--- config.mk ---
export PLATFORM = sky130hd
export DESIGN_NAME = bypass_top
export DESIGN_NICKNAME = d
export VERILOG_FILES = /design/src/rv32_pipe_pkg.sv /design/src/ctrl_if.sv /design/src/result_if.sv /design/src/bypass_top.sv /design/src/ctrl_pipe.sv /design/src/data_pipe.sv /design/src/forwarding_unit.sv /design/src/operand_bypass.sv
export SDC_FILE = /design/constraint.sdc
export NUM_CORES = 1
export LEC_CHECK = 0
export BUFFER_PORTS_ARGS = -buffer_cell sky130_fd_sc_hd__buf_4
export CORE_ASPECT_RATIO = 0.5
export CORE_MARGIN = 1.5
export CORE_UTILIZATION = 39
export DETAILED_ROUTE_END_ITERATION = 16
export PLACE_DENSITY = 0.66
export SYNTH_ARGS = -nofsm -noshare
export SYNTH_HDL_FRONTEND = slang
export SYNTH_SLANG_ARGS = --single-unit
--- constraint.sdc ---
create_clock -name clk -period 5.3 [get_ports clk]
set_input_delay 1.06 -clock clk [delete_from_list [all_inputs] [get_ports clk]]
set_output_delay 1.06 -clock clk [all_outputs]
set_load 0.005 [all_outputs]
--- src/rv32_pipe_pkg.sv ---
package rv32_pipe_pkg;

    localparam int xlen       = 32;
    localparam int reg_addr_w = 5;

    // Major opcodes of RV32I as found in bits [6:0] of the instruction word.
    typedef enum logic [6:0] {
        op_lui   = 7'b0110111,
        op_auipc = 7'b0010111,
        op_jal   = 7'b1101111,
        op_jalr  = 7'b1100111,
        op_br    = 7'b1100011,
        op_load  = 7'b0000011,
        op_store = 7'b0100011,
        op_imm   = 7'b0010011,
        op_reg   = 7'b0110011,
        op_csr   = 7'b1110011
    } opcode_t;

    // Operand source chosen by the bypass muxes in EX.
    typedef enum logic [1:0] {
        no_fwd  = 2'b00,  // Register-file value captured at ID.
        fwd_mem = 2'b01,
        fwd_wb  = 2'b10
    } fwd_sel_t;

    // Control fields that are consumed up to the MEM stage.
    typedef struct packed {
        opcode_t opcode;
    } ctrl_mem_t;

    // Control fields that ride along to write-back.
    typedef struct packed {
        logic [reg_addr_w-1:0] rs1;
        logic [reg_addr_w-1:0] rs2;
        logic [reg_addr_w-1:0] rd;
        logic                  load_regfile;
    } ctrl_wb_t;

    // The bubble is the canonical nop, an addi that writes nothing.
    localparam ctrl_mem_t ctrl_mem_nop = '{
        opcode: op_imm
    };

    localparam ctrl_wb_t ctrl_wb_nop = '{
        rs1:          '0,
        rs2:          '0,
        rd:           '0,
        load_regfile: 1'b0
    };

endpackage

--- src/ctrl_if.sv ---
`timescale 1ns/1ps

interface ctrl_if (
    input logic clk
);

    rv32_pipe_pkg::ctrl_mem_t ctrlmem_at_id;
    rv32_pipe_pkg::ctrl_mem_t ctrlmem_at_ex;
    rv32_pipe_pkg::ctrl_mem_t ctrlmem_at_mem;  // Needed for the load-data choice at WB.
    rv32_pipe_pkg::ctrl_wb_t  ctrlwb_at_id;
    rv32_pipe_pkg::ctrl_wb_t  ctrlwb_at_ex;
    rv32_pipe_pkg::ctrl_wb_t  ctrlwb_at_mem;
    rv32_pipe_pkg::ctrl_wb_t  ctrlwb_at_wb;

    modport source (
        output ctrlmem_at_id, ctrlmem_at_ex, ctrlmem_at_mem,
        output ctrlwb_at_id, ctrlwb_at_ex, ctrlwb_at_mem, ctrlwb_at_wb
    );

    // The clock lets combinational consumers sample their checks.
    modport sink (
        input clk,
        input ctrlmem_at_id, ctrlmem_at_ex, ctrlmem_at_mem,
        input ctrlwb_at_id, ctrlwb_at_ex, ctrlwb_at_mem, ctrlwb_at_wb
    );

endinterface

--- src/result_if.sv ---
`timescale 1ns/1ps

interface result_if;

    // Register-file values of the instruction now in EX.
    logic [rv32_pipe_pkg::xlen-1:0] ex_rs1_data;
    logic [rv32_pipe_pkg::xlen-1:0] ex_rs2_data;

    logic [rv32_pipe_pkg::xlen-1:0] mem_value;  // EX result one stage later.
    logic [rv32_pipe_pkg::xlen-1:0] wb_value;   // Load data or ALU result.

    modport source (
        output ex_rs1_data,
        output ex_rs2_data,
        output mem_value,
        output wb_value
    );

    modport sink (
        input ex_rs1_data,
        input ex_rs2_data,
        input mem_value,
        input wb_value
    );

endinterface

--- src/bypass_top.sv ---
`timescale 1ns/1ps

module bypass_top (
    input  logic                                 clk,
    input  logic                                 arst_n,
    input  rv32_pipe_pkg::opcode_t               id_opcode,
    input  logic [rv32_pipe_pkg::reg_addr_w-1:0] id_rs1,
    input  logic [rv32_pipe_pkg::reg_addr_w-1:0] id_rs2,
    input  logic [rv32_pipe_pkg::reg_addr_w-1:0] id_rd,
    input  logic [rv32_pipe_pkg::xlen-1:0]       id_rs1_data,
    input  logic [rv32_pipe_pkg::xlen-1:0]       id_rs2_data,
    input  logic [rv32_pipe_pkg::xlen-1:0]       ex_result,
    input  logic [rv32_pipe_pkg::xlen-1:0]       mem_rdata,
    output logic [rv32_pipe_pkg::xlen-1:0]       ex_op1,
    output logic [rv32_pipe_pkg::xlen-1:0]       ex_op2,
    output logic                                 stall,
    output logic                                 wb_we,
    output logic [rv32_pipe_pkg::reg_addr_w-1:0] wb_rd,
    output logic [rv32_pipe_pkg::xlen-1:0]       wb_data
);

    ctrl_if   ctrl_bus (.clk(clk));
    result_if res_bus ();

    ctrl_pipe u_ctrl_pipe (
        .clk       (clk),
        .arst_n    (arst_n),
        .stall     (stall),
        .id_opcode (id_opcode),
        .id_rs1    (id_rs1),
        .id_rs2    (id_rs2),
        .id_rd     (id_rd),
        .ctrl      (ctrl_bus.source)
    );

    data_pipe u_data_pipe (
        .clk         (clk),
        .arst_n      (arst_n),
        .id_rs1_data (id_rs1_data),
        .id_rs2_data (id_rs2_data),
        .ex_result   (ex_result),
        .mem_rdata   (mem_rdata),
        .ctrl        (ctrl_bus.sink),
        .res         (res_bus.source)
    );

    operand_bypass u_operand_bypass (
        .ctrl   (ctrl_bus.sink),
        .res    (res_bus.sink),
        .ex_op1 (ex_op1),
        .ex_op2 (ex_op2),
        .stall  (stall)
    );

    // Write-back port for the external register file.
    assign wb_we   = ctrl_bus.ctrlwb_at_wb.load_regfile;
    assign wb_rd   = ctrl_bus.ctrlwb_at_wb.rd;
    assign wb_data = res_bus.wb_value;

endmodule

--- src/ctrl_pipe.sv ---
`timescale 1ns/1ps

module ctrl_pipe (
    input  logic                                 clk,
    input  logic                                 arst_n,
    input  logic                                 stall,
    input  rv32_pipe_pkg::opcode_t               id_opcode,
    input  logic [rv32_pipe_pkg::reg_addr_w-1:0] id_rs1,
    input  logic [rv32_pipe_pkg::reg_addr_w-1:0] id_rs2,
    input  logic [rv32_pipe_pkg::reg_addr_w-1:0] id_rd,
    ctrl_if.source                               ctrl
);

    logic id_writes_rd;

    // Every format with an rd field writes the register file.
    always_comb begin
        case (id_opcode)
            rv32_pipe_pkg::op_lui,
            rv32_pipe_pkg::op_auipc,
            rv32_pipe_pkg::op_jal,
            rv32_pipe_pkg::op_jalr,
            rv32_pipe_pkg::op_load,
            rv32_pipe_pkg::op_imm,
            rv32_pipe_pkg::op_reg:   id_writes_rd = 1'b1;
            default:                 id_writes_rd = 1'b0;
        endcase
    end

    assign ctrl.ctrlmem_at_id = '{opcode: id_opcode};

    assign ctrl.ctrlwb_at_id = '{
        rs1:          id_rs1,
        rs2:          id_rs2,
        rd:           id_rd,
        load_regfile: id_writes_rd
    };

    always_ff @(posedge clk or negedge arst_n) begin
        if (!arst_n) begin
            ctrl.ctrlmem_at_ex  <= rv32_pipe_pkg::ctrl_mem_nop;
            ctrl.ctrlmem_at_mem <= rv32_pipe_pkg::ctrl_mem_nop;
            ctrl.ctrlwb_at_ex   <= rv32_pipe_pkg::ctrl_wb_nop;
            ctrl.ctrlwb_at_mem  <= rv32_pipe_pkg::ctrl_wb_nop;
            ctrl.ctrlwb_at_wb   <= rv32_pipe_pkg::ctrl_wb_nop;
        end else begin
            // The ID instruction waits a cycle and EX gets a bubble.
            if (stall) begin
                ctrl.ctrlmem_at_ex <= rv32_pipe_pkg::ctrl_mem_nop;
                ctrl.ctrlwb_at_ex  <= rv32_pipe_pkg::ctrl_wb_nop;
            end else begin
                ctrl.ctrlmem_at_ex <= ctrl.ctrlmem_at_id;
                ctrl.ctrlwb_at_ex  <= ctrl.ctrlwb_at_id;
            end
            ctrl.ctrlmem_at_mem <= ctrl.ctrlmem_at_ex;  // Later stages never hold.
            ctrl.ctrlwb_at_mem  <= ctrl.ctrlwb_at_ex;
            ctrl.ctrlwb_at_wb   <= ctrl.ctrlwb_at_mem;
        end
    end

    // A stalled cycle must leave a harmless bubble in EX behind it.
    ex_bubble_after_stall: assert property (
        @(posedge clk) disable iff (!arst_n)
        stall |=> (ctrl.ctrlmem_at_ex == rv32_pipe_pkg::ctrl_mem_nop) &&
                  (ctrl.ctrlwb_at_ex == rv32_pipe_pkg::ctrl_wb_nop)
    );

endmodule

--- src/data_pipe.sv ---
`timescale 1ns/1ps

module data_pipe (
    input  logic                           clk,
    input  logic                           arst_n,
    input  logic [rv32_pipe_pkg::xlen-1:0] id_rs1_data,
    input  logic [rv32_pipe_pkg::xlen-1:0] id_rs2_data,
    input  logic [rv32_pipe_pkg::xlen-1:0] ex_result,
    input  logic [rv32_pipe_pkg::xlen-1:0] mem_rdata,
    ctrl_if.sink                           ctrl,
    result_if.source                       res
);

    logic mem_is_load;
    logic [rv32_pipe_pkg::xlen-1:0] wb_next;

    assign mem_is_load = (ctrl.ctrlmem_at_mem.opcode == rv32_pipe_pkg::op_load);

    // Loads retire the memory word, everything else the EX result.
    assign wb_next = mem_is_load ? mem_rdata : res.mem_value;

    // A bubble in EX may carry stale operands. Its control record writes nothing.
    always_ff @(posedge clk or negedge arst_n) begin
        if (!arst_n) begin
            res.ex_rs1_data <= '0;
            res.ex_rs2_data <= '0;
        end else begin
            res.ex_rs1_data <= id_rs1_data;
            res.ex_rs2_data <= id_rs2_data;
        end
    end

    always_ff @(posedge clk or negedge arst_n) begin
        if (!arst_n) begin
            res.mem_value <= '0;
        end else begin
            res.mem_value <= ex_result;  // For a load this is the address.
        end
    end

    always_ff @(posedge clk or negedge arst_n) begin
        if (!arst_n) begin
            res.wb_value <= '0;
        end else begin
            res.wb_value <= wb_next;
        end
    end

endmodule

--- src/forwarding_unit.sv ---
`timescale 1ns/1ps

module forwarding_unit (
    ctrl_if.sink                    ctrl,
    output logic                    hazard_exist,
    output rv32_pipe_pkg::fwd_sel_t fwdmux1_sel,
    output rv32_pipe_pkg::fwd_sel_t fwdmux2_sel
);

    logic ex_is_load;
    logic id_needs_load_rd;

    // Formats that read rs1. lui, auipc and jal have no source register.
    function automatic logic reads_rs1(input rv32_pipe_pkg::opcode_t op);
        return op inside {
            rv32_pipe_pkg::op_imm,
            rv32_pipe_pkg::op_reg,
            rv32_pipe_pkg::op_load,
            rv32_pipe_pkg::op_store,
            rv32_pipe_pkg::op_jalr,
            rv32_pipe_pkg::op_br
        };
    endfunction

    function automatic logic reads_rs2(input rv32_pipe_pkg::opcode_t op);
        return op inside {
            rv32_pipe_pkg::op_reg,
            rv32_pipe_pkg::op_store,
            rv32_pipe_pkg::op_br
        };
    endfunction

    // Writes to x0 are dropped, so they never count as a producer.
    function automatic logic is_producer(input rv32_pipe_pkg::ctrl_wb_t rec);
        return rec.load_regfile && (rec.rd != '0);
    endfunction

    // MEM holds the younger producer and takes priority over WB.
    function automatic rv32_pipe_pkg::fwd_sel_t pick_src(
        input logic                                 used,
        input logic [rv32_pipe_pkg::reg_addr_w-1:0] rs,
        input rv32_pipe_pkg::ctrl_wb_t              mem_rec,
        input rv32_pipe_pkg::ctrl_wb_t              wb_rec
    );
        if (used && is_producer(mem_rec) && (mem_rec.rd == rs))
            return rv32_pipe_pkg::fwd_mem;
        else if (used && is_producer(wb_rec) && (wb_rec.rd == rs))
            return rv32_pipe_pkg::fwd_wb;
        else
            return rv32_pipe_pkg::no_fwd;
    endfunction

    assign fwdmux1_sel = pick_src(reads_rs1(ctrl.ctrlmem_at_ex.opcode), ctrl.ctrlwb_at_ex.rs1,
                                  ctrl.ctrlwb_at_mem, ctrl.ctrlwb_at_wb);
    assign fwdmux2_sel = pick_src(reads_rs2(ctrl.ctrlmem_at_ex.opcode), ctrl.ctrlwb_at_ex.rs2,
                                  ctrl.ctrlwb_at_mem, ctrl.ctrlwb_at_wb);

    // Load data only exists at the end of MEM, one cycle too late for EX.
    assign ex_is_load = (ctrl.ctrlmem_at_ex.opcode == rv32_pipe_pkg::op_load) &&
                        (ctrl.ctrlwb_at_ex.rd != '0);

    assign id_needs_load_rd =
        (reads_rs1(ctrl.ctrlmem_at_id.opcode) && (ctrl.ctrlwb_at_ex.rd == ctrl.ctrlwb_at_id.rs1)) ||
        (reads_rs2(ctrl.ctrlmem_at_id.opcode) && (ctrl.ctrlwb_at_ex.rd == ctrl.ctrlwb_at_id.rs2));

    assign hazard_exist = ex_is_load && id_needs_load_rd;

    // x0 reads as zero, so bubbles and x0 sources must keep the register value.
    no_fwd_to_x0: assert property (
        @(posedge ctrl.clk)
        ((fwdmux1_sel != rv32_pipe_pkg::no_fwd) -> (ctrl.ctrlwb_at_ex.rs1 != '0)) &&
        ((fwdmux2_sel != rv32_pipe_pkg::no_fwd) -> (ctrl.ctrlwb_at_ex.rs2 != '0))
    );

endmodule

--- src/operand_bypass.sv ---
`timescale 1ns/1ps

module operand_bypass (
    ctrl_if.sink                           ctrl,
    result_if.sink                         res,
    output logic [rv32_pipe_pkg::xlen-1:0] ex_op1,
    output logic [rv32_pipe_pkg::xlen-1:0] ex_op2,
    output logic                           stall
);

    rv32_pipe_pkg::fwd_sel_t fwdmux1_sel;
    rv32_pipe_pkg::fwd_sel_t fwdmux2_sel;
    logic                    hazard_exist;

    // Same three-way choice for both operands.
    function automatic logic [rv32_pipe_pkg::xlen-1:0] bypass_mux(
        input rv32_pipe_pkg::fwd_sel_t        sel,
        input logic [rv32_pipe_pkg::xlen-1:0] reg_val,
        input logic [rv32_pipe_pkg::xlen-1:0] mem_val,
        input logic [rv32_pipe_pkg::xlen-1:0] wb_val
    );
        case (sel)
            rv32_pipe_pkg::fwd_mem: return mem_val;
            rv32_pipe_pkg::fwd_wb:  return wb_val;
            default:                return reg_val;
        endcase
    endfunction

    forwarding_unit u_forwarding_unit (
        .ctrl         (ctrl),
        .hazard_exist (hazard_exist),
        .fwdmux1_sel  (fwdmux1_sel),
        .fwdmux2_sel  (fwdmux2_sel)
    );

    assign ex_op1 = bypass_mux(fwdmux1_sel, res.ex_rs1_data, res.mem_value, res.wb_value);
    assign ex_op2 = bypass_mux(fwdmux2_sel, res.ex_rs2_data, res.mem_value, res.wb_value);

    assign stall = hazard_exist;  // Load-use is the only interlock.

endmodule

# Word-level counts from Yosys, hierarchy flattened
# Index checks and enable logic that the tools add are counted.
totals:
  ff_bits: 170
  wordCells: 73
  in_bits: 152
classes:
  eq_ne: 26
  n_mux: 10
  reduce_logical: 23
op_table:
  columns: ["cell", "n"]
  rows:
  - ["case mux 32 bit (2 select lines)", 2]
  - ["== test 7 x 6 -> 1 bit, second input constant", 5]
  - ["== test 7 bit, second input constant", 5]
  - ["two-way mux 32 bit", 1]
  - ["== test 5 bit", 6]
  - ["== test 7 x 2 -> 1 bit, second input constant", 3]
  - ["== test 7 x 5 -> 1 bit, second input constant", 3]
  - ["two-way mux 16 bit", 1]
  - ["nonzero test 5 bit", 3]
  - ["logical AND 1 bit", 14]
  - ["nonzero test 6 bit", 2]
  - ["two-way mux 2 bit", 4]
  - ["two-way mux 7 bit", 1]
  - ["OR reduction 7 bit", 1]
  - ["nonzero test 3 bit", 2]
  - ["== test 2 x 1 -> 1 bit, second input constant", 2]
  - ["== test 2 bit, second input constant", 2]
  - ["logical OR 1 bit", 1]
  - ["two-way mux 1 bit", 1]

# Depth between registers and ports, before layout
# Gate-level depths: netlist (run 1).
depth:
  word_depth: 8
  mapped_depth: 7
  ltp_nobuf: 5

# Hierarchy
# From an unflattened synthesis (run 1), not the netlist that was laid out.
hier_totals:
  hier_cells: 575
  hier_area_um2: 7443.4
by_module_without_submodules:
  columns: ["mod", "cells_each", "n_inst", "area_per_inst_um2", "seq_area_each_um2"]
  rows:
  - ["data_pipe", 166, 1, 3744.8, 3203.1]
  - ["ctrl_pipe", 116, 1, 1928.1, 1559.0]
  - ["operand_bypass", 226, 1, 1273.7, 0.0]
  - ["forwarding_unit", 67, 1, 496.7, 0.0]

# Worst setup path before layout (run 1)
# No wires, ideal clock.
synth_timing:
  kind: "reg-to-output"
  startpoint: "register u_ctrl_pipe.ctrl.ctrlmem_at_ex[1] (netlist name)"
  endpoint: "output ex_op2[0] (netlist bit)"
  slack_ns: 1.926
  n_path_buf: 1
  arrival_ns: 2.314
  required_time_ns: 4.240
  path_stages_with_launch: 7
  cell_sequence: "dfstp_2 -> nand4bb_4 -> a2111o_1 -> nor4_4 -> buf_6 -> mux2_2 -> mux2_1"
synth_between:
  elab_chain_len: 8
  elab_cells_between_ends: 13
  classes_between: "5 x eq/ne; 3 x mux; 5 x reduce/logical"
synth_lines:
  columns: ["item", "line", "rtl"]
  rows:
  - ["== test 7 x 6 -> 1 bit / == test 7 bit (equally long branches)", "forwarding_unit.sv:26", "return op inside {"]
  - ["nonzero test 3 bit (*)", "forwarding_unit.sv:26", null]
  - ["logical AND 1 bit (2 in a row)", "forwarding_unit.sv:47", "else if (used && is_producer(wb_rec) && (wb_rec.rd == rs))"]
  - ["two-way mux 2 bit", "forwarding_unit.sv:47", null]
  - ["two-way mux 2 bit (*)", "forwarding_unit.sv:45", "if (used && is_producer(mem_rec) && (mem_rec.rd == rs))"]
  - ["== test 2 bit / == test 2 x 1 -> 1 bit (equally long branches)", "operand_bypass.sv:22", "case (sel)"]
  - ["case mux 32 bit (2 select lines) (*)", "operand_bypass.sv:22", null]
  - ["end, declared", "bypass_top.sv:15", "output logic [rv32_pipe_pkg::xlen-1:0] ex_op2,"]
# Mark *: on every way between the ends. The rest lies on a longest branch, timed or not.

# Worst setup path after layout (run 1)
layout_timing:
  startpoint: "register u_ctrl_pipe.ctrl.ctrlwb_at_wb[5] (netlist name)"
  endpoint: "output ex_op1[17] (netlist bit)"
layout_between:
  elab_chain_len: 8
  elab_cells_between_ends: 10
  classes_between: "3 x eq/ne; 3 x mux; 4 x reduce/logical"
layout_lines:
  columns: ["item", "line", "rtl"]
  rows:
  - ["nonzero test 5 bit", "forwarding_unit.sv:35", "return rec.load_regfile && (rec.rd != '0);"]
  - ["logical AND 1 bit", "forwarding_unit.sv:35", null]
  - ["logical AND 1 bit", "forwarding_unit.sv:47", null]
  - ["logical AND 1 bit (*)", "forwarding_unit.sv:47", null]
  - ["two-way mux 2 bit (*)", "forwarding_unit.sv:47", null]
  - ["two-way mux 2 bit (*)", "forwarding_unit.sv:45", null]
  - ["== test 2 bit / == test 2 x 1 -> 1 bit (equally long branches)", "operand_bypass.sv:22", null]
  - ["case mux 32 bit (2 select lines) (*)", "operand_bypass.sv:22", null]
  - ["end, declared", "bypass_top.sv:14", "output logic [rv32_pipe_pkg::xlen-1:0] ex_op1,"]
# Marks and branches as above.

==> impl_metrics.toml, run 1 <==
[job]
drv_cap = 0

[detailed_routing]
first_iter_violations = 207
num_vias = 4995
ant_nets = 0
first_pass_iters = 4
wire_per_inst_um = 18.5
vias_per_cell = 4.89
drc_errors = 0
wirelength_mm = 18.9

[setup_path]
worst_setup_path_end_kind = "primary output"
cp_slowest_cell = "a2111oi_0"
cp_data_required_time_ps = 4240
cp-startpoint = "u_ctrl_pipe.ctrl.ctrlwb_at_wb[5]"
critPathMaxStageDelay_ps = 900
path_cells = "xnor2_1 -> nand3_1 -> a2111oi_0 -> o21ai_4 -> o221ai_1 -> buf_4"
arrival_ps = 3190
ff2ff_path_depth = 4
r2r_start = "u_ctrl_pipe.ctrl.ctrlmem_at_mem[2]"
cp-start-kind = "flop"
crit_type = "flop to primary output"
cp_max_fo = 32

[global_routing]
grt_pass1_wl_mm = 29.5
grt_use_total_pct = 21.0
grt_antenna_before_repair = 0
grt_pass1_vias = 5281
gr-total-overflow = 0
grt_max_degree = 104

[sta]
drv_slew = 0
slew-limit-headroom_pct = 26.2
finalHoldViolations = 0
tightest_slew_ps = 1100
fin_worst_skew_ps = 10.6
layout_min_cycle_time_ps = 4250
fmax_ghz = 0.235
rsz0062_at_grt = "false"
finalSetupViolCount = 0
holdWs_ps = 369
fin_tns_setup_ps = 0
fin_crit_sh_pct = 80.1

[floorplanning]
dieArea_sq_um = 18500
boundaryPins = 255
die_y_um = 96.9
core_sq_um = 17300
die_w_um = 191
rows = 34
start_util_pct = 39.7

[clocking]
cts_tree = "done"
cts.root.buffer_cell = "clkbuf_16"
htree_levels = 4
cts_made_buffers = 17
cts_sinks = 170
cts_buffer_depth = 2
post_cts_buffers = 0
clk_pin_slew_worst_paths_ps = 70
clkLatencyLatePin_ps = 420
cts_hold_buf = 0
cts_resized = 0

[logic_synthesis]
netlist_instances = 520
synth_area_sq_um = 6870
post_synth_num_cell_types = 38
ys_ff_latch = 170
ys_warn_count = 0
syn_avg_cell_area_sq_um = 13.2
ys_seq_area_share_pct = 62.0
syn-num-nets = 672

[power_and_ir_drop]
sw_frac_of_total_pct = 23.5
power_frac_seq_pct = 47.9
ir_worst_vdd_v = 0.000214
powerDensity_nw_per_um2 = 305
p_int_mw = 2.25
p_sw_mw = 0.692
p_leak_nw = 4.35
power_frac_clock_pct = 42.5
pwr-share-comb_pct = 9.6

[final_layout]
area_growth_pct = 40.2
final_util_pct = 55.6
antenna_cells = 0
nets = 926
drive_above_1_share_pct = 50.1

[placed_design]
hpwlAfterDp_mm = 13.2
gp_congestion = 0.804
port_buffers = 254

[hold_path]
hold_start = "u_ctrl_pipe.ctrl.ctrlwb_at_ex[0]"
holdCritPathClass = "flop to flop"
worstHoldPathCells = 0

[run_status]
outcome = "finished, final reports clean"
sequential cells by signal, indices dropped and copies added, names as in the netlist:
signal	count
u_data_pipe.res.ex_rs2_data	32
u_ctrl_pipe.ctrl.ctrlwb_at_mem	6
u_ctrl_pipe.ctrl.ctrlmem_at_ex	7
u_data_pipe.res.wb_value	32
u_data_pipe.res.ex_rs1_data	32
u_ctrl_pipe.ctrl.ctrlmem_at_mem	7
u_ctrl_pipe.ctrl.ctrlwb_at_wb	6
u_ctrl_pipe.ctrl.ctrlwb_at_ex	16
u_data_pipe.res.mem_value	32
cell families (layout without fill, tap and decap cells):
logic type             after synthesis  after routing  synth area share [%]
AND/OR/NAND/NOR                    113            113                  8.85
multiplexers                        96             96                  15.7
flip-flops                         170            170                  62.0
buffers and inverters               66            333                  4.04
AO/OA/AOI/OAI                       45             45                  5.54
XOR/XNOR                            30             30                  3.82
worst max-delay path: cells and delay by family (launching register included):
| kind | cells | cell delay, ps |
|---|---|---|
| flip-flops | 1 | 440 |
| XOR/XNOR | 1 | 190 |
| AO/OA/AOI/OAI | 3 | 1860 |
| buffers and inverters | 1 | 170 |
| AND/OR/NAND/NOR | 1 | 90 |
synthesized netlist by cell type (all sizes together):
master	count	share of area (%)
dfstp	6	2.3
nor2b	1	0.091
a2111oi	1	0.13
a32o	1	0.15
a21bo	1	0.15
o221ai	32	4.1
nor3	3	0.22
o211ai	1	0.11
o22ai	1	0.091
buf	12	1.1
nand4	1	0.091
a2111o	2	0.33
dfrtp	164	60
inv	36	2.0
nand2	35	1.9
and4	1	0.13
nand2b	1	0.091
nand3b	1	0.11
a21oi	1	0.073
o21bai	1	0.11
nand4bb	1	0.40
nor4	5	0.67
and4b	1	0.15
o21a	1	0.11
and2	18	1.6
xor2	9	1.1
nand3	37	2.7
or4	4	0.44
nor2	4	0.22
mux2	96	16
o21ai	3	0.22
xnor2	21	2.7
clkbuf	18	0.98
metrics by stage:
step	area (sq um)	std cells	power, mW	setup WS (ps)
detailed placement	9050	989	1.72	1540
CTS	9630	1021	2.98	1080
global placement	9050	989	1.71	1570
global route	9630	1021	3.07	794
finish	9630	1021	2.94	1050
floorplan	6870	520	1.51	1930
power groups by stage:
stage / logic (mW) / clock network, mW / registers, mW
after floorplan: 0.0906 / 0 / 1.42
after global placement: 0.284 / 0 / 1.43
after detailed placement: 0.287 / 0 / 1.43
after CTS: 0.288 / 1.28 / 1.41
after global routing: 0.308 / 1.34 / 1.42
final: 0.282 / 1.25 / 1.41
worst paths after layout:
kind                       slack, ps                                 to
max                             1050                         ex_op1[17]
min                              370  u_ctrl_pipe.ctrl.ctrlwb_at_mem[0]
max reg2reg                     2580       u_data_pipe.res.wb_value[26]
min reg2reg                      370  u_ctrl_pipe.ctrl.ctrlwb_at_mem[0]
max in group asynchronous       3460  u_ctrl_pipe.ctrl.ctrlmem_at_ex[4]
min in group asynchronous        760    u_data_pipe.res.ex_rs1_data[27]
per-layer routing:
metal | vias to the layer above | track usage [%] | share of wire, %
li1 | 2325 | - | -
met1 | 2523 | 26.1 | 41
met2 | 127 | 37.2 | 53
met3 | 20 | 4.21 | 4.2
met4 | 0 | 5.88 | 1.4
met5 | - | 0 | 0
layout make-up:
class | instances | area, sq um
Fill cell | 1502 | 7680
Sequential cell | 170 | 4260
Multi-Input combinational cell | 284 | 2360
Timing Repair Buffer | 265 | 1990
Clock buffer | 18 | 429
Tap cell | 234 | 293
Clock inverter | 14 | 159
Inverter | 36 | 135
layout by cell type, fill, tap and decap left out, types with 3 or more instances in the layout:
cell and instances:
mux2_2 84, clkbuf_16 17, dfstp_2 6, o221ai_1 32
xnor2_1 21, nor4_1 3, buf_4 264, or4_1 4
nand3_1 37, inv_6 5, nor2_1 3, dfrtp_1 164
xor2_1 9, inv_1 36, mux2_1 12, and2_1 18
clkinvlp_4 3, nand2_1 35
No activity file was read; power rests on OpenSTA's default activity.
==> inputs of run 2 (changes only) <==
--- a/config.mk
+++ b/config.mk
@@ -10,7 +10,7 @@
 export CORE_MARGIN = 1.5
 export CORE_UTILIZATION = 39
 export DETAILED_ROUTE_END_ITERATION = 16
-export PLACE_DENSITY = 0.66
+export PLACE_DENSITY = 0.68
 export SYNTH_ARGS = -nofsm -noshare
 export SYNTH_HDL_FRONTEND = slang
 export SYNTH_SLANG_ARGS = --single-unit
==> constraint.sdc (replaced) <==
create_clock -name clk -period 3.7 [get_ports clk]
set_input_delay 0.74 -clock clk [delete_from_list [all_inputs] [get_ports clk]]
set_output_delay 0.74 -clock clk [all_outputs]
set_load 0.005 [all_outputs]
==> run 2 against run 1 <==
Effect of this change: worst setup slack lost 910 ps; clock-buffer cell count increased by 1; register-to-register slack worse by 1100 ps; critical path depth up 1; routed wire length rose by 3.0%; cell count increased by 0.59%; clock skew increased by 4.4 ps; first-iteration DRC count down 3.4%; sequential share of layout area fell by 0.46 points; non-clock buffer count up 6; final area is 1.1% higher.
==> impl_metrics.toml, run 2 (same netlist as run 1, synthesis figures left out) <==
[job]
drv_cap = 0

[final_layout]
regArea_sq_um = 4260
final_util_pct = 56.3
fill_cells = 1472
final_common_cell = "buf_4"
drive_above_1_share_pct = 50.8
layout_common_cells = "buf_4 (264), dfrtp_1 (163), mux2_2 (84)"
area_growth_pct = 41.7
antenna_cells = 0
nets = 932
multi_input_area_sq_um = 2380

[global_routing]
gr-total-overflow = 0
grt_max_degree = 84
grt_use_total_pct = 21.8
grt_pass1_vias = 5380
grt_pass1_wl_mm = 30.4
grt_antenna_before_repair = 0

[floorplanning]
start_util_pct = 39.7
boundaryPins = 255
die_w_um = 191
dieArea_sq_um = 18500
rows = 34
core_sq_um = 17300
die_y_um = 96.9

[detailed_routing]
first_iter_violations = 200
first_pass_iters = 4
ant_nets = 0
num_vias = 5053
vias_per_cell = 4.92
wirelength_mm = 19.5
wire_per_inst_um = 18.9
drc_errors = 0

[power_and_ir_drop]
pwr-share-comb_pct = 9.7
p_sw_mw = 1.01
sw_frac_of_total_pct = 24.0
p_total_mw = 4.18
p_int_mw = 3.18
powerDensity_nw_per_um2 = 430
power_frac_seq_pct = 48.3
ir_worst_vdd_v = 0.000315
power_frac_clock_pct = 42.0
p_leak_nw = 4.40

[clocking]
clk_pin_slew_worst_paths_ps = 70
clkLatencyLatePin_ps = 430
cts_hold_buf = 0
htree_levels = 4
cts.root.buffer_cell = "clkbuf_16"
cts_made_buffers = 17
cts_buffer_depth = 2
cts_tree = "done"
cts_sinks = 170

[setup_path]
worst_setup_path_end_kind = "primary output"
cp_max_fo = 32
cp_slowest_cell = "or4_1"
path_cells = "or4_1 -> o211ai_1 -> nor2_4 -> o21a_1 -> buf_4 -> o221ai_1 -> buf_4"
cp-start-kind = "flop"
cp_common_cell = "buf_4"
arrival_ps = 2820
critPathMaxStageDelay_ps = 560
crit_buf_inv = 2
crit_type = "flop to primary output"
cp_data_required_time_ps = 2960
cpLargestDelayFamily = "compound AO/OA/AOI/OAI gates"

[run_status]
outcome = "finished, final reports clean"

[hold_path]
holdCritPathClass = "input port to async pin"

[placed_design]
port_buffers = 254
gp_congestion = 0.818
dp_slack_ps = 340
hpwlAfterDp_mm = 13.7

[sta]
tightest_slew_ps = 1110
fin_tns_setup_ps = 0
drv_slew = 0
rsz0062_at_grt = "false"
fin_ws_ps = 139
slew-limit-headroom_pct = 25.5
fmax_ghz = 0.281
fin_crit_sh_pct = 96.2
fin_worst_skew_ps = 15.0
finalSetupViolCount = 0
finalHoldViolations = 0
holdWs_ps = 352
layout_min_cycle_time_ps = 3560
==> run 2: changes by cell type in the layout (fill, tap and decap cells not counted), moves of 2 or more <==
cell	delta
buf_6	+3
clkinv_4	+3
buf_12	+2
clkinvlp_4	-2
o221ai_1	-2
o221ai_2	+2
==> run 2: final timing paths <==
kind / startpoint / endpoint / slack [ps] / depth (start not counted)
min in group clk: u_ctrl_pipe.ctrl.ctrlwb_at_ex[0] / u_ctrl_pipe.ctrl.ctrlwb_at_mem[0] / 360 / 0
min: arst_n / u_data_pipe.res.mem_value[27] / 350 / 1
max reg2reg: u_ctrl_pipe.ctrl.ctrlmem_at_ex[6] / u_ctrl_pipe.ctrl.ctrlwb_at_ex[0] / 1460 / 5
max: u_ctrl_pipe.ctrl.ctrlwb_at_mem[2] / ex_op1[14] / 140 / 7
min reg2reg: u_ctrl_pipe.ctrl.ctrlwb_at_ex[0] / u_ctrl_pipe.ctrl.ctrlwb_at_mem[0] / 360 / 0
max in group asynchronous: arst_n / u_ctrl_pipe.ctrl.ctrlmem_at_ex[4] / 2460 / 2
==> run 2: per-stage QoR <==
stage	cell area, sq um	cells
final	9740	1027
after global routing	9740	1027
after floorplan	6870	520
after global placement	9080	992
after detailed placement	9080	992
after CTS	9730	1027
==> run 2: layer usage <==
metal / vias to the layer above / routed length [um] / global-route usage, %
li1: 2340 / - / -
met1: 2548 / 8200 / 26.9
met2: 133 / 10200 / 38.0
met3: 32 / 622 / 3.74
met4: 0 / 417 / 9.21
met5: - / 0 / 0
==> run 2: power groups by stage <==
stage	combinational [mW]	sequential (mW)	clock, mW
final	0.407	2.02	1.76
after global routing	0.445	2.03	1.89
after CTS	0.415	2.02	1.80
after detailed placement	0.413	2.06	0
after global placement	0.406	2.05	0
after floorplan	0.130	2.04	0
==> run 2: cell type report <==
type                       count  share of cell area [%]
inverter                      36                    1.39
timing repair buffer         271                    21.5
sequential                   170                    43.8
clock inverter                13                    1.39
clock buffer                  19                    4.55
tap                          234                    3.01
multi-input combinational    284                    24.4
==> run 2: timing repair <==
item / 4_1_cts / 5_1_grt
cloned: 2 / 0
buffers inserted: 1 / 0
pin swaps: 2 / 3
resized for setup: 6 / 5
setup endpoints to repair: 26 / 11
==> run 2: worst reg2reg max path: stages, from the launching register on <==
cell	delay, ps
dfrtp_1	410
or4_1	560
nor4_1	460
o21ai_0	240
buf_4	250
and4_1	210
==> inputs of run 3 (changes only) <==
--- a/config.mk
+++ b/config.mk
@@ -10,6 +10,8 @@
 export CORE_MARGIN = 1.5
 export CORE_UTILIZATION = 39
 export DETAILED_ROUTE_END_ITERATION = 16
+export GPL_TIMING_DRIVEN = 0
+export MAX_ROUTING_LAYER = met4
 export PLACE_DENSITY = 0.68
 export SYNTH_ARGS = -nofsm -noshare
 export SYNTH_HDL_FRONTEND = slang
==> run 3 against run 2 <==
Effect of this change: worst hold slack got worse by 130 ps; fmax decreased by 1.4%; utilization increased by 0.065 points; power decreased by 1.4%; routed wire length increased by 0.83%; worst setup slack got worse by 52 ps; final area increased by 0.12%; via count about the same; critical path type unchanged; critical endpoint is now ex_op2[0]; highest routed layer unchanged.
==> impl_metrics.toml, run 3 (same netlist as run 1, synthesis figures left out) <==
[global_routing]
grt_pass1_vias = 5389
busiest_layer = "met2"
met1_usage_pct = 28.3
gr-total-overflow = 0
met3_usage_pct = 4.25
grt_max_degree = 113
grt_pass1_wl_mm = 30.5
grt_antenna_before_repair = 0
grt_use_total_pct = 22.7
grtUsageMet2_pct = 38.2

[sta]
finalSetupViolCount = 0
slew-limit-headroom_pct = 53.6
fin_crit_sh_pct = 97.6
drv_slew = 0
holdWs_ps = 227
fin_worst_skew_ps = 13.2
layout_min_cycle_time_ps = 3610
fin_ws_ps = 87.9
rsz0062_at_grt = "true"
tightest_slew_ps = 690
fmax_ghz = 0.277
finalHoldViolations = 0

[placed_design]
port_buffers = 254
dp_slack_ps = 28.0
hpwlAfterDp_mm = 14.4
gp_congestion = 0.850

[detailed_routing]
drc_errors = 0
first_iter_violations = 233
wire_per_inst_um = 18.8
vias_per_cell = 4.84
ant_nets = 0
wirelength_mm = 19.6
num_vias = 5056
first_pass_iters = 4

[final_layout]
final_common_cell = "buf_4"
area_growth_pct = 41.9
layout_common_cells = "buf_4 (256), dfrtp_1 (164), mux2_2 (84)"
nets = 950
drive_above_1_share_pct = 49.2
antenna_cells = 0

[job]
drv_cap = 0

[power_and_ir_drop]
p_total_mw = 4.13
p_leak_nw = 4.42
ir_worst_vdd_v = 0.000329
powerDensity_nw_per_um2 = 423

[setup_path]
cp-start-kind = "flop"
arrival_ps = 2870
cp_max_fo = 10
cp_num_cells = 8
path_cells = "nand4bb_4 -> a2111o_1 -> nor4_4 -> buf_6 -> buf_8 -> mux2_2 -> mux2_1 -> buf_4"
cp_data_required_time_ps = 2960
crit_buf_inv = 3
critPathMaxStageDelay_ps = 570
cp_slowest_cell = "dfstp_2"
cpLargestDelayFamily = "multiplexers"
worst_setup_path_end_kind = "primary output"
crit_type = "flop to primary output"
ff2ff_path_depth = 4

[floorplanning]
start_util_pct = 39.7
die_w_um = 191
die_y_um = 96.9
dieArea_sq_um = 18500
boundaryPins = 255
rows = 34
core_sq_um = 17300

[clocking]
cts.root.buffer_cell = "clkbuf_16"
cts_sinks = 170
cts_tree = "done"
cts_buffer_depth = 2
cts_hold_buf = 0
clkLatencyLatePin_ps = 420
cts_made_buffers = 17
clk_pin_slew_worst_paths_ps = 80
htree_levels = 4

[run_status]
outcome = "finished, final reports clean"

[hold_path]
holdCritPathClass = "input port to async pin"
==> run 3: routing by layer <==
layer  routed length (um)  vias up
met3                  635       19
met4                  283        0
li1                     -     2373
met5                    0        -
met2                10400      113
met1                 8330     2551
==> run 3: metrics by stage <==
stage | TNS [ps] | cell area, sq um | cells | util [%]
6_report | 0 | 9750 | 1045 | 56.3
5_1_grt | -3.96 | 9750 | 1045 | 56.3
4_1_cts | 0 | 9710 | 1043 | 56.1
3_5_place_dp | 0 | 9110 | 1009 | 52.6
3_3_place_gp | 0 | 9070 | 1008 | 52.4
2_1_floorplan | 0 | 6870 | 520 | -
==> run 3: what timing repair did <==
action	in CTS	in global routing
endpoints found under the setup margin	55	43
pin swaps	2	1
resized for setup	7	10
setup buffers	2	2
==> run 3: area by class of cell <==
| type | count | area (sq um) |
|---|---|---|
| Sequential cell | 170 | 4260 |
| Buffer | 30 | 166 |
| Clock buffer | 18 | 429 |
| Tap cell | 234 | 293 |
| Timing Repair Buffer | 259 | 1980 |
| Inverter | 36 | 135 |
| Multi-Input combinational cell | 284 | 2350 |
| Fill cell | 1472 | 7560 |
| Clock inverter | 14 | 135 |
==> run 3: power breakdown <==
part / switching, mW / total (mW) / internal [mW] / leakage [nW]
sequential: 0.0630 / 2.02 / 1.96 / 1.98
combinational: 0.154 / 0.410 / 0.257 / 2.17
clock: 0.809 / 1.70 / 0.890 / 0.268
==> run 3: worst reg2reg max path, stage by stage, from the launching register on <==
cell	delay, ps
dfrtp_1	360
or4_1	520
nor3_1	590
buf_2	450
mux2_2	380
==> run 3: path summary, 6_finish.rpt <==
check | from | endpoint | slack (ps)
min reg2reg | u_ctrl_pipe.ctrl.ctrlwb_at_ex[0] | u_ctrl_pipe.ctrl.ctrlwb_at_mem[0] | 360
max reg2reg | u_ctrl_pipe.ctrl.ctrlmem_at_mem[2] | u_data_pipe.res.wb_value[12] | 1270
max | u_ctrl_pipe.ctrl.ctrlmem_at_ex[1] | ex_op2[0] | 90
min in group clk | u_ctrl_pipe.ctrl.ctrlwb_at_ex[0] | u_ctrl_pipe.ctrl.ctrlwb_at_mem[0] | 360
max in group asynchronous | arst_n | u_data_pipe.res.ex_rs2_data[6] | 2530
min | arst_n | u_data_pipe.res.mem_value[28] | 230
